**config.mk**
```make
export PLATFORM = sky130hd
export DESIGN_NAME = smc_top
export DESIGN_NICKNAME = d
export VERILOG_FILES = /design/src/logic/smc_bus_pkg.sv /design/src/logic/smc_timing_pkg.sv /design/src/logic/smc_cycle_fsm.sv /design/src/logic/smc_rd_capture.sv /design/src/logic/smc_req_hold.sv /design/src/logic/smc_top.sv /design/src/logic/smc_wr_enable.sv
export SDC_FILE = /design/constraint.sdc
export NUM_CORES = 1
export LEC_CHECK = 0
export BUFFER_PORTS_ARGS = -buffer_cell sky130_fd_sc_hd__buf_2
export CAP_MARGIN = 10
export CORE_ASPECT_RATIO = 1.1
export CORE_MARGIN = 4
export CORE_UTILIZATION = 37
export CTS_CLUSTER_DIAMETER = 200
export DETAILED_ROUTE_END_ITERATION = 16
export PLACE_DENSITY = 0.67
export SYNTH_ARGS = -nofsm -noshare
export SYNTH_HDL_FRONTEND = slang
export SYNTH_SLANG_ARGS = --single-unit
```
**constraint.sdc**
```tcl
create_clock -name hclk -period 2.3 [get_ports hclk]
set_clock_uncertainty 0.1 [all_clocks]
set_input_delay 0.115 -clock hclk [delete_from_list [all_inputs] [get_ports hclk]]
set_output_delay 0.115 -clock hclk [all_outputs]
set_load 0.01 [all_outputs]
```
**src/logic/smc_bus_pkg.sv**
```systemverilog
/*
 * host bus definitions for the static memory controller
 * opcode encoding and the address, data and byte lane widths
 */
`default_nettype none

package smc_bus_pkg;

  // ----------------------------------------
  // bus widths
  // ----------------------------------------

  // word address into the sram
  localparam int ADDR_W = 16;

  // one full word per request
  localparam int DATA_W = 32;

  // one write enable per byte lane
  localparam int LANES = 4;

  // ----------------------------------------
  // request opcodes
  // ----------------------------------------

  // single word transfers only, no bursts
  typedef enum logic {
    OP_READ  = 1'b0,
    OP_WRITE = 1'b1
  } smc_op_e;

endpackage : smc_bus_pkg

`default_nettype wire

```
**src/logic/smc_timing_pkg.sv**
```systemverilog
/*
 * memory cycle definitions for the static memory controller
 * cycle states and the width of the phase counters
 */
`default_nettype none

package smc_timing_pkg;

  // ----------------------------------------
  // phase timing
  // ----------------------------------------

  // counter width, phases run 1 to 15 clocks
  localparam int PHASE_W = 4;

  // ----------------------------------------
  // cycle states
  // ----------------------------------------

  // setup, strobe and hold are the pin phases
  // done is a single turnaround clock before idle
  typedef enum logic [2:0] {
    ST_IDLE   = 3'd0,
    ST_SETUP  = 3'd1,
    ST_STROBE = 3'd2,
    ST_HOLD   = 3'd3,
    ST_DONE   = 3'd4
  } smc_state_e;

endpackage : smc_timing_pkg

`default_nettype wire

```
**src/logic/smc_cycle_fsm.sv**
```systemverilog
/*
 * sram cycle sequencer
 * walks setup, strobe and hold with a per phase down counter and
 * drives chip select, output enable, raw write strobes and capture
 */
`timescale 1ns/100ps
`default_nettype none

module smc_cycle_fsm #(
  parameter logic [smc_timing_pkg::PHASE_W-1:0] SETUP_CYCLES  = 4'd2,
  parameter logic [smc_timing_pkg::PHASE_W-1:0] STROBE_CYCLES = 4'd3,
  parameter logic [smc_timing_pkg::PHASE_W-1:0] HOLD_CYCLES   = 4'd1
) (
  input  wire                                  hclk,
  input  wire                                  rst,
  // held request
  input  wire                                  held_valid,
  input  wire smc_bus_pkg::smc_op_e            held_op,
  input  wire [smc_bus_pkg::LANES-1:0]         held_be,
  // raw strobes to the write enable stage
  output logic                                 r_full,
  output logic                                 n_r_wr,
  output logic [smc_bus_pkg::LANES-1:0]        n_r_we,
  // registered pins
  output logic                                 smc_n_cs,
  output logic                                 smc_n_oe,
  output logic                                 mem_wdata_oe,
  // read capture and end of cycle
  output logic                                 capture,
  output logic                                 cycle_done
);

  import smc_bus_pkg::*;
  import smc_timing_pkg::*;

  smc_state_e           state;
  logic [PHASE_W-1:0]   phase_cnt;
  logic                 phase_last;
  logic                 cycle_active;
  logic                 is_write;

  // ----------------------------------------
  // state and phase counter
  // ----------------------------------------

  assign phase_last = (phase_cnt == '0);

  // counter holds remaining clocks of the current phase minus one
  // idle waits out a pending cycle_done so the old request never restarts
  always_ff @(posedge hclk)
  begin
    if (rst)
    begin
      state     <= ST_IDLE;
      phase_cnt <= '0;
    end
    else
    begin
      case (state)
        ST_IDLE:
          if (held_valid && !cycle_done)
          begin
            state     <= ST_SETUP;
            phase_cnt <= SETUP_CYCLES - 1'b1;
          end
        ST_SETUP:
          if (phase_last)
          begin
            state     <= ST_STROBE;
            phase_cnt <= STROBE_CYCLES - 1'b1;
          end
          else
            phase_cnt <= phase_cnt - 1'b1;
        ST_STROBE:
          if (phase_last)
          begin
            state     <= ST_HOLD;
            phase_cnt <= HOLD_CYCLES - 1'b1;
          end
          else
            phase_cnt <= phase_cnt - 1'b1;
        ST_HOLD:
          if (phase_last)
            state <= ST_DONE;
          else
            phase_cnt <= phase_cnt - 1'b1;
        // single turnaround clock
        ST_DONE:
          state <= ST_IDLE;
        default:
          state <= ST_IDLE;
      endcase
    end
  end

  // ----------------------------------------
  // raw strobes
  // ----------------------------------------

  assign cycle_active = (state == ST_SETUP) || (state == ST_STROBE) || (state == ST_HOLD);
  assign is_write     = (held_op == OP_WRITE);

  // full cycle phase, the only thing that shapes the write pulse
  assign r_full = (state == ST_STROBE);

  // raw strobes low across the whole write cycle
  assign n_r_wr = !(cycle_active && is_write);
  assign n_r_we = (cycle_active && is_write) ? ~held_be : '1;

  // ----------------------------------------
  // pin registers
  // ----------------------------------------

  // one clock behind state, same delay as the write enable stage
  always_ff @(posedge hclk)
  begin
    if (rst)
    begin
      smc_n_cs     <= 1'b1;
      smc_n_oe     <= 1'b1;
      mem_wdata_oe <= 1'b0;
      capture      <= 1'b0;
      cycle_done   <= 1'b0;
    end
    else
    begin
      smc_n_cs     <= !cycle_active;
      smc_n_oe     <= !(r_full && !is_write);
      mem_wdata_oe <= cycle_active && is_write;
      // lines up with the last clock of the oe window on the pins
      capture      <= r_full && phase_last && !is_write;
      // one clock after cs is released
      cycle_done   <= (state == ST_DONE);
    end
  end

endmodule : smc_cycle_fsm

`default_nettype wire

```
**src/logic/smc_rd_capture.sv**
```systemverilog
/*
 * read capture and response register
 * samples sram data at the end of the strobe and holds the
 * response until the host takes it
 */
`timescale 1ns/100ps
`default_nettype none

module smc_rd_capture (
  input  wire                                  hclk,
  input  wire                                  rst,
  // from the sequencer
  input  wire                                  capture,
  input  wire                                  cycle_done,
  input  wire smc_bus_pkg::smc_op_e            held_op,
  // sram data pins
  input  wire [smc_bus_pkg::DATA_W-1:0]        mem_rdata,
  // host response
  output logic                                 rsp_valid,
  input  wire                                  rsp_ready,
  output smc_bus_pkg::smc_op_e                 rsp_op,
  output logic [smc_bus_pkg::DATA_W-1:0]       rsp_rdata,
  // response pending, blocks new requests
  output logic                                 rsp_busy
);

  import smc_bus_pkg::*;

  // valid from end of cycle until the handshake
  always_ff @(posedge hclk)
  begin
    if (rst)
      rsp_valid <= 1'b0;
    else if (cycle_done)
      rsp_valid <= 1'b1;
    else if (rsp_valid && rsp_ready)
      rsp_valid <= 1'b0;
  end

  // capture only occurs while no response is pending
  // so data stays stable under back-pressure
  always_ff @(posedge hclk)
  begin
    if (capture)
      rsp_rdata <= mem_rdata;
    else if (cycle_done && (held_op == OP_WRITE))
      rsp_rdata <= '0;
    if (cycle_done)
      rsp_op <= held_op;
  end

  assign rsp_busy = rsp_valid;

endmodule : smc_rd_capture

`default_nettype wire

```
**src/logic/smc_req_hold.sv**
```systemverilog
/*
 * host request holding register
 * takes one request on the valid/ready handshake and keeps it
 * stable on the memory side until the sram cycle has finished
 */
`timescale 1ns/100ps
`default_nettype none

module smc_req_hold (
  input  wire                                  hclk,
  input  wire                                  rst,
  // host request
  input  wire                                  req_valid,
  output logic                                 req_ready,
  input  wire smc_bus_pkg::smc_op_e            req_op,
  input  wire [smc_bus_pkg::ADDR_W-1:0]        req_addr,
  input  wire [smc_bus_pkg::DATA_W-1:0]        req_wdata,
  input  wire [smc_bus_pkg::LANES-1:0]         req_be,
  // cycle and response status
  input  wire                                  cycle_done,
  input  wire                                  rsp_busy,
  // held request
  output logic                                 held_valid,
  output smc_bus_pkg::smc_op_e                 held_op,
  output logic [smc_bus_pkg::ADDR_W-1:0]       held_addr,
  output logic [smc_bus_pkg::DATA_W-1:0]       held_wdata,
  output logic [smc_bus_pkg::LANES-1:0]        held_be
);

  logic accept;

  // one request in flight, shared pins
  // no new request while a response waits
  assign req_ready = !held_valid && !rsp_busy;
  assign accept    = req_valid && req_ready;

  // occupancy flag
  always_ff @(posedge hclk)
  begin
    if (rst)
      held_valid <= 1'b0;
    else if (accept)
      held_valid <= 1'b1;
    else if (cycle_done)
      held_valid <= 1'b0;
  end

  // request payload, also drives mem_addr and mem_wdata
  always_ff @(posedge hclk)
  begin
    if (accept)
    begin
      held_op    <= req_op;
      held_addr  <= req_addr;
      held_wdata <= req_wdata;
      held_be    <= req_be;
    end
  end

endmodule : smc_req_hold

`default_nettype wire

```
**src/logic/smc_top.sv**
```systemverilog
/*
 * static memory controller top
 * single word host requests to one asynchronous sram cycle each
 */
`timescale 1ns/100ps
`default_nettype none

module smc_top #(
  parameter logic [smc_timing_pkg::PHASE_W-1:0] SETUP_CYCLES  = 4'd2,
  parameter logic [smc_timing_pkg::PHASE_W-1:0] STROBE_CYCLES = 4'd3,
  parameter logic [smc_timing_pkg::PHASE_W-1:0] HOLD_CYCLES   = 4'd1
) (
  input  wire                                  hclk,
  input  wire                                  rst,
  // host request
  input  wire                                  req_valid,
  output logic                                 req_ready,
  input  wire smc_bus_pkg::smc_op_e            req_op,
  input  wire [smc_bus_pkg::ADDR_W-1:0]        req_addr,
  input  wire [smc_bus_pkg::DATA_W-1:0]        req_wdata,
  input  wire [smc_bus_pkg::LANES-1:0]         req_be,
  // host response
  output logic                                 rsp_valid,
  input  wire                                  rsp_ready,
  output smc_bus_pkg::smc_op_e                 rsp_op,
  output logic [smc_bus_pkg::DATA_W-1:0]       rsp_rdata,
  // sram pins
  output logic [smc_bus_pkg::ADDR_W-1:0]       mem_addr,
  output logic [smc_bus_pkg::DATA_W-1:0]       mem_wdata,
  output logic                                 mem_wdata_oe,
  input  wire [smc_bus_pkg::DATA_W-1:0]        mem_rdata,
  output logic                                 smc_n_cs,
  output logic                                 smc_n_oe,
  output logic                                 smc_n_wr,
  output logic [smc_bus_pkg::LANES-1:0]        smc_n_we
);

  import smc_bus_pkg::*;

  // ----------------------------------------
  // internal connections
  // ----------------------------------------

  logic              held_valid;
  smc_op_e           held_op;
  logic [LANES-1:0]  held_be;
  logic              r_full;
  logic              n_r_wr;
  logic [LANES-1:0]  n_r_we;
  logic              capture;
  logic              cycle_done;
  logic              rsp_busy;

  // address and write data go straight from the holding register
  smc_req_hold smc_req_hold_inst (
    .hclk       (hclk),
    .rst        (rst),
    .req_valid  (req_valid),
    .req_ready  (req_ready),
    .req_op     (req_op),
    .req_addr   (req_addr),
    .req_wdata  (req_wdata),
    .req_be     (req_be),
    .cycle_done (cycle_done),
    .rsp_busy   (rsp_busy),
    .held_valid (held_valid),
    .held_op    (held_op),
    .held_addr  (mem_addr),
    .held_wdata (mem_wdata),
    .held_be    (held_be)
  );

  smc_cycle_fsm #(
    .SETUP_CYCLES  (SETUP_CYCLES),
    .STROBE_CYCLES (STROBE_CYCLES),
    .HOLD_CYCLES   (HOLD_CYCLES)
  ) smc_cycle_fsm_inst (
    .hclk         (hclk),
    .rst          (rst),
    .held_valid   (held_valid),
    .held_op      (held_op),
    .held_be      (held_be),
    .r_full       (r_full),
    .n_r_wr       (n_r_wr),
    .n_r_we       (n_r_we),
    .smc_n_cs     (smc_n_cs),
    .smc_n_oe     (smc_n_oe),
    .mem_wdata_oe (mem_wdata_oe),
    .capture      (capture),
    .cycle_done   (cycle_done)
  );

  smc_wr_enable smc_wr_enable_inst (
    .hclk     (hclk),
    .rst      (rst),
    .r_full   (r_full),
    .n_r_wr   (n_r_wr),
    .n_r_we   (n_r_we),
    .smc_n_wr (smc_n_wr),
    .smc_n_we (smc_n_we)
  );

  smc_rd_capture smc_rd_capture_inst (
    .hclk       (hclk),
    .rst        (rst),
    .capture    (capture),
    .cycle_done (cycle_done),
    .held_op    (held_op),
    .mem_rdata  (mem_rdata),
    .rsp_valid  (rsp_valid),
    .rsp_ready  (rsp_ready),
    .rsp_op     (rsp_op),
    .rsp_rdata  (rsp_rdata),
    .rsp_busy   (rsp_busy)
  );

endmodule : smc_top

`default_nettype wire

```
**src/logic/smc_wr_enable.sv**
```systemverilog
/*
 * write enable stage
 * gates raw write strobe and byte enables with the full cycle
 * phase and registers them onto the active low pins
 */
`timescale 1ns/100ps
`default_nettype none

module smc_wr_enable (
  input  wire                                  hclk,
  input  wire                                  rst,
  // full cycle phase from the sequencer
  input  wire                                  r_full,
  // raw active low strobes
  input  wire                                  n_r_wr,
  input  wire [smc_bus_pkg::LANES-1:0]         n_r_we,
  // pins, active low
  output logic                                 smc_n_wr,
  output logic [smc_bus_pkg::LANES-1:0]        smc_n_we
);

  import smc_bus_pkg::*;

  logic [LANES-1:0] lane_gate_n;

  // high outside the strobe phase forces every lane inactive
  assign lane_gate_n = {LANES{~r_full}};

  // registered so the pins never glitch between phases
  always_ff @(posedge hclk)
  begin
    if (rst)
    begin
      smc_n_wr <= 1'b1;
      smc_n_we <= '1;
    end
    else
    begin
      smc_n_wr <= ~r_full | n_r_wr;
      // disabled lanes stay high through the raw enables
      smc_n_we <= lane_gate_n | n_r_we;
    end
  end

endmodule : smc_wr_enable

`default_nettype wire

```
Yosys cells after proc, flatten, opt, wreduce, memory -nomap -nowiden
Cells that the tools add are included.
{ "totals": {"ff_bits": 105, "latchBits": 0, "mem_bits_rw": 0, "mem_bits_ro": 0, "output_inout_bits": 91, "word_cells": 74, "memories": 0} }
{ "op_classes": {"addsub": 1, "mul": 0, "div_mod_pow": 0, "order_cmp": 0, "n_eq_ne": 9, "shift": 0, "n_mux": 17, "n_bitwise": 4, "n_reduce_logical": 26} }
{ "ops": {"columns": ["op", "n"], "rows": [
  ["$mux W32", 2],
  ["$mux W4", 5],
  ["$pmux W4 S4", 1],
  ["$mux W3", 4],
  ["$pmux W3 S4", 1],
  ["$logic_and A1 B1 Y1", 9],
  ["$logic_not A1 Y1", 7],
  ["$eq A3 B2 Y1 const B", 2],
  ["$ne A2 B1 Y1 const B", 3],
  ["$reduce_bool A2 Y1", 3],
  ["$logic_not A4 Y1", 1],
  ["$mux W1", 4],
  ["$ne A2 B2 Y1 const B", 2],
  ["$not A4 Y4", 1],
  ["$or A4 B4 Y4", 1],
  ["$reduce_and A4 Y1", 1],
  ["$reduce_bool A4 Y1", 1],
  ["$sub A4 B1 Y4 const B", 1],
  ["$eq A3 B1 Y1 const B", 1],
  ["$eq A3 B3 Y1 const B", 1],
  ["$logic_not A3 Y1", 1],
  ["$reduce_and A3 Y1", 1],
  ["$logic_or A1 B1 Y1", 2],
  ["$not A1 Y1", 1],
  ["$or A1 B1 Y1", 1]
]} }

Longest topological paths before layout
{ "logic_depth": {"depth_word": 6, "mapped_depth": 6, "ltp_nobuf": 6} }

Modules after synthesis
A second synthesis with hierarchy kept.
{ "unflattened": {"hier_cells": 208, "area_unflattened_um2": 3647.2} }
{ "modules_own_cells": {"columns": ["mod", "instances", "cells_per_inst", "area_per_inst_um2"], "rows": [
  ["smc_req_hold", 1, 58, 1644.1],
  ["smc_rd_capture", 1, 74, 1256.2],
  ["smc_cycle_fsm", 1, 66, 603.1],
  ["smc_wr_enable", 1, 10, 143.9]
]} }

Worst setup path after synthesis
No wires, ideal clock.
{ "synth_path": {"kind": "flip-flop to flip-flop", "from": "register smc_rd_capture_inst.rsp_valid, in the netlist smc_rd_capture_inst.rsp_busy", "to": "register smc_req_hold_inst.held_addr[0] in the netlist's numbering, enable pin", "setup_time_ps": 407, "arrival_ps": 1708, "required_ps": 1793, "slack_ps": 84, "path_stages_with_launch": 4, "period_less_slack_ps": 2216, "path_cell_list": "dfxtp_1 nor2_1 nand2_1 inv_1"} }
{ "synth_via": {"elab_chain_cells": 3} }
{ "synth_rtl": {"columns": ["item", "line_no", "rtl"], "rows": [
  ["start, declared", "smc_rd_capture.sv:19", "output logic rsp_valid,"],
  ["start signal, assigned", "smc_rd_capture.sv:33", "rsp_valid <= 1'b0;"],
  ["start signal, assigned", "smc_rd_capture.sv:35", "rsp_valid <= 1'b1;"],
  ["start signal, assigned", "smc_rd_capture.sv:37", "rsp_valid <= 1'b0;"],
  ["$logic_not A1 Y1", "smc_req_hold.sv:34", "assign req_ready = !held_valid && !rsp_busy;"],
  ["$logic_and A1 B1 Y1", "smc_req_hold.sv:34", null],
  ["named net req_ready", "smc_top.sv:17", "output logic req_ready,"],
  ["$logic_and A1 B1 Y1", "smc_req_hold.sv:35", "assign accept = req_valid && req_ready;"],
  ["named net smc_req_hold_inst.accept", "smc_req_hold.sv:30", "logic accept;"],
  ["end signal, assigned", "smc_req_hold.sv:54", "held_addr <= req_addr;"],
  ["end, declared", "smc_req_hold.sv:25", "output logic [smc_bus_pkg::ADDR_W-1:0] held_addr,"]
]} }
The timed path passes the listed nets, and every way through them passes these cells.
A chain may end at the register's enable or synchronous reset.

Worst setup path in the final report
{ "layout_path": {"from": "register smc_cycle_fsm_inst.phase_cnt[0]", "to": "register smc_cycle_fsm_inst.phase_cnt[0]"} }
{ "layout_via": {"elab_chain_cells": 3, "elab_cells_between_ends": 8, "classes_between": "add/sub: 1; eq/ne: 1; mux: 4; reduce/logical: 2"} }
{ "layout_rtl": {"columns": ["item", "line_no", "rtl"], "rows": [
  ["start, declared", "smc_cycle_fsm.sv:37", "logic [PHASE_W-1:0] phase_cnt;"],
  ["start signal, assigned", "smc_cycle_fsm.sv:64", "phase_cnt <= SETUP_CYCLES - 1'b1;"],
  ["start signal, assigned", "smc_cycle_fsm.sv:70", "phase_cnt <= STROBE_CYCLES - 1'b1;"],
  ["start signal, assigned", "smc_cycle_fsm.sv:73", "phase_cnt <= phase_cnt - 1'b1;"],
  ["$sub A4 B1 Y4 / $logic_not A4 Y1 (equally long branches)", null, null],
  ["$mux W4, or another cell as far along", "smc_cycle_fsm.sv:83", "if (phase_last)"],
  ["$pmux W4 S4 / $reduce_and A3 Y1 (equally long branches)", null, null]
]} }
Parallel ways exist; a longest one is shown, timed or not. The select of a mux whose other input is x is not followed.

==> flow_summary_export.csv <==
group,metric,value,unit
cells_and_area,finalCoreUtilization,61.07,%
power,p_total,4.438,mW
sta,setup_ws,0.5503,ns
grt,grt_max_degree,33,
grt,antenna_found_initial,0,
drt,viasPerCell,4.499,
placed_design,dpl-instance-area,0.004613,mm^2
floorplan,num_io_pins,180,
hold_path,whs_path_depth,1,
hold_path,hold_class,"reg -> reg",
synth,synth_edf_count,86,
drt,dr.pass1.iters,4,
power,seqPwrFrac,52.7,%
cells_and_area,ff_latch_area,0.002963,mm^2
cells_and_area,fin_cells,599,
sta,rsz0062_at_grt,"no",
sta,fin_setup_tns,0,ns
floorplan,die_w,101.7,um
drt,wire_per_inst,16.28,um
synth,synth-seq-cells,105,
cells_and_area,multiInputGateArea,550.5,um^2
cells_and_area,area_growth_syn_to_layout,60.78,%
synth,syn-instance-count,200,
floorplan,core_area,0.009398,mm^2
clock_network,cts_tree,"done",
critical_path,worstPathMaxFanout,4,
synth,synth.most_common_cell,"edfxtp_1",
clock_network,h-tree-depth,3,
critical_path,cp.arrival,1.91,ns
floorplan,die_height,111.0,um
grt,gr-total-overflow,0,
power,power_switching,1.223,mW
sta,relSlewSlack,67.63,%
placed_design,dp.cells,493,
placed_design,place.gp.congestion,0.8298,
power,power_frac_comb,20.2,%
critical_path,start_kind,"flop",
power,power_density,773.3,mW/mm^2
critical_path,ff2ff_setup_slack,0.55,ns
synth,synth_ff_type,"edfxtp_1",
cells_and_area,nNetsFinal,568,
drt,detail-route-antenna-nets,0,
hold_path,hold_start,"smc_req_hold_inst.held_be[2]",
sta,finalHoldViolCount,0,
cells_and_area,final_area,0.005739,mm^2
critical_path,r2r-start,"smc_cycle_fsm_inst.phase_cnt[0]",
synth,async_flop_share,0,%
placed_design,pre_cts_ws,0.5759,ns
run,maxCapViolations,0,
placed_design,hpwl,6427,um
sta,fin_crit,1.750,ns
critical_path,worstRegToRegCells,5,
synth,syn_area_per_cell,17.85,um^2
power,ir_worst_vdd,504.4,uV
hold_path,holdPathEnd,"smc_wr_enable_inst.smc_n_we[2]",
grt,grt_pass1_vias,2969,
critical_path,critPathKind,"reg -> reg",
clock_network,ctsRootBufferMaster,"clkbuf_8",
synth,synthesis.area,0.003570,mm^2
synth,ys_types,33,
clock_network,clock_latency,0.36,ns
power,p_clk_share,27.2,%
synth,synth_top_area_share,72.34,%
grt,grt_usage,17.32,%
run_status,status,"finished clean",
cells_and_area,num-fill-cells,716,
grt,grt_first_pass_wirelength,14680,um
power,switching_share,27.55,%
sta,fmax,571.5,MHz
critical_path,worstSetupEndpointType,"flop",
floorplan,die_area,0.01128,mm^2
drt,vias,2695,
drt,finalWirelength,9750,um
clock_network,clk_pin_slew,0.11,ns
synth,yosysWarnings,0,
placed_design,io_buffers,179,
cells_and_area,drive_above_1_share,42.32,%
sta,setup_viol_count_final,0,
critical_path,cp_data_required_time,2.46,ns
sta,worst_slew_pin_slew,0.4849,ns
power,leakagePower,2.441,nW
clock_network,cts_resized,0,
critical_path,r2r_end,"smc_cycle_fsm_inst.phase_cnt[0]",
synth,synth_area_leaders,"edfxtp_1, dfxtp_1, and2_1",
floorplan,rows,37,
synth,syn_nets,291,
floorplan,start_util,37.98,%
power,intPower,3.216,mW
clock_network,clock_sinks,105,
clock_network,cts_buffers,9,
synth,yosysSeqAreaShare,83.00,%
sta,hold_slack,0.3001,ns
synth,yosys-top-cells-count,"edfxtp_1, and2_1, dfxtp_1, nor2_1, nand2_1",
clock_network,clockBufferDepth,2,
cells_and_area,diodes,0,
synth,synth_top_area_cell,"edfxtp_1",
sta,slew_viol_final,0,
drt,drc,0,
sta,fin_crit_sh,76.08,%
drt,drt_iter0_markers,82,
## layout make-up
cell class              count  area share [%]
multi-input cells          83           9.592
repair buffers            272           31.92
clock inverters             7           1.766
inverters                   6          0.3924
flip-flops and latches    105           51.62
well taps                 117           2.551
clock buffers               9           2.158
## state kept, by name (all words and copies together), names as in the netlist, 3 cells and up
signal	cells
smc_rd_capture_inst.rsp_rdata	32
smc_req_hold_inst.held_wdata	32
smc_req_hold_inst.held_addr	16
smc_cycle_fsm_inst.phase_cnt	4
smc_req_hold_inst.held_be	4
smc_wr_enable_inst.smc_n_we	4
smc_cycle_fsm_inst.state	3
## per-layer routing
metal,global-route usage (%),up-vias,part of all wire (%)
li1,-,1281,-
met3,3.902,23,5.9
met5,0,-,0
met2,32.98,107,57
met1,17.17,1284,34
met4,7.890,0,3.1
## cell families after synthesis
kind of cell,after synthesis,synth area share [%]
muxes,1,0.2804
AOI/OAI and AO/OA,15,3.259
and+or+nand+nor,64,10.94
DFF,105,83.00
buffers and inverters,12,1.577
adders and majority gates,2,0.7009
xor gates and xnor gates,1,0.2454
## what timing repair did
action	in CTS	in global routing
setup buffers	0	0
hold buffers	90	0
endpoints found under the hold margin	93	0
setup endpoints to repair	0	0
## worst max path at each step
stage / startpoint / to / slack [ns] / cells after the start
6_report: smc_cycle_fsm_inst.phase_cnt[0] / smc_cycle_fsm_inst.phase_cnt[0] / 0.55 / 5
5_1_grt: smc_cycle_fsm_inst.phase_cnt[0] / smc_cycle_fsm_inst.state[0] / 0.38 / 6
4_1_cts: smc_cycle_fsm_inst.phase_cnt[0] / smc_cycle_fsm_inst.phase_cnt[0] / 0.55 / 5
3_5_place_dp: smc_cycle_fsm_inst.phase_cnt[0] / smc_cycle_fsm_inst.phase_cnt[0] / 0.58 / 5
3_3_place_gp: smc_cycle_fsm_inst.phase_cnt[0] / smc_cycle_fsm_inst.phase_cnt[0] / 0.66 / 5
2_1_floorplan: smc_rd_capture_inst.rsp_busy / smc_req_hold_inst.held_addr[0] / 0.08 / 3
## worst max-delay path: stages (launching register included)
cell and delay, ns:
dfxtp_1 0.34, inv_1 0.14, ha_1 0.21, nor4bb_4 0.43
a211oi_1 0.15, a2111oi_2 0.29
## power by group through the flow
stage                     clock, mW  combinational, mW  sequential [mW]
after CTS                      1.24              0.897             2.33
after global routing           1.33               1.00             2.35
final                          1.21              0.896             2.34
after global placement            0              0.750             2.37
after floorplan                   0              0.505             2.39
after detailed placement          0              0.775             2.38
## layout by cell type, fill, tap and decap left out, types with 2 or more instances in the layout
cell / synthesis / final
a21o_1: 2 / 2
buf_4: 1 / 2
nor3b_1: 2 / 2
nor3_1: 3 / 3
dfxtp_1: 19 / 19
nand2b_1: 2 / 2
edfxtp_1: 86 / 86
a211oi_1: 2 / 2
and2_1: 32 / 32
inv_1: 6 / 5
a21oi_1: 5 / 5
buf_2: 0 / 179
nand2_1: 7 / 7
dlygate4sd3_1: 0 / 90
ha_1: 2 / 2
clkinv_8: 0 / 3
nor2_1: 10 / 10
clkbuf_8: 0 / 9
Power figures use the tool's default switching activity.
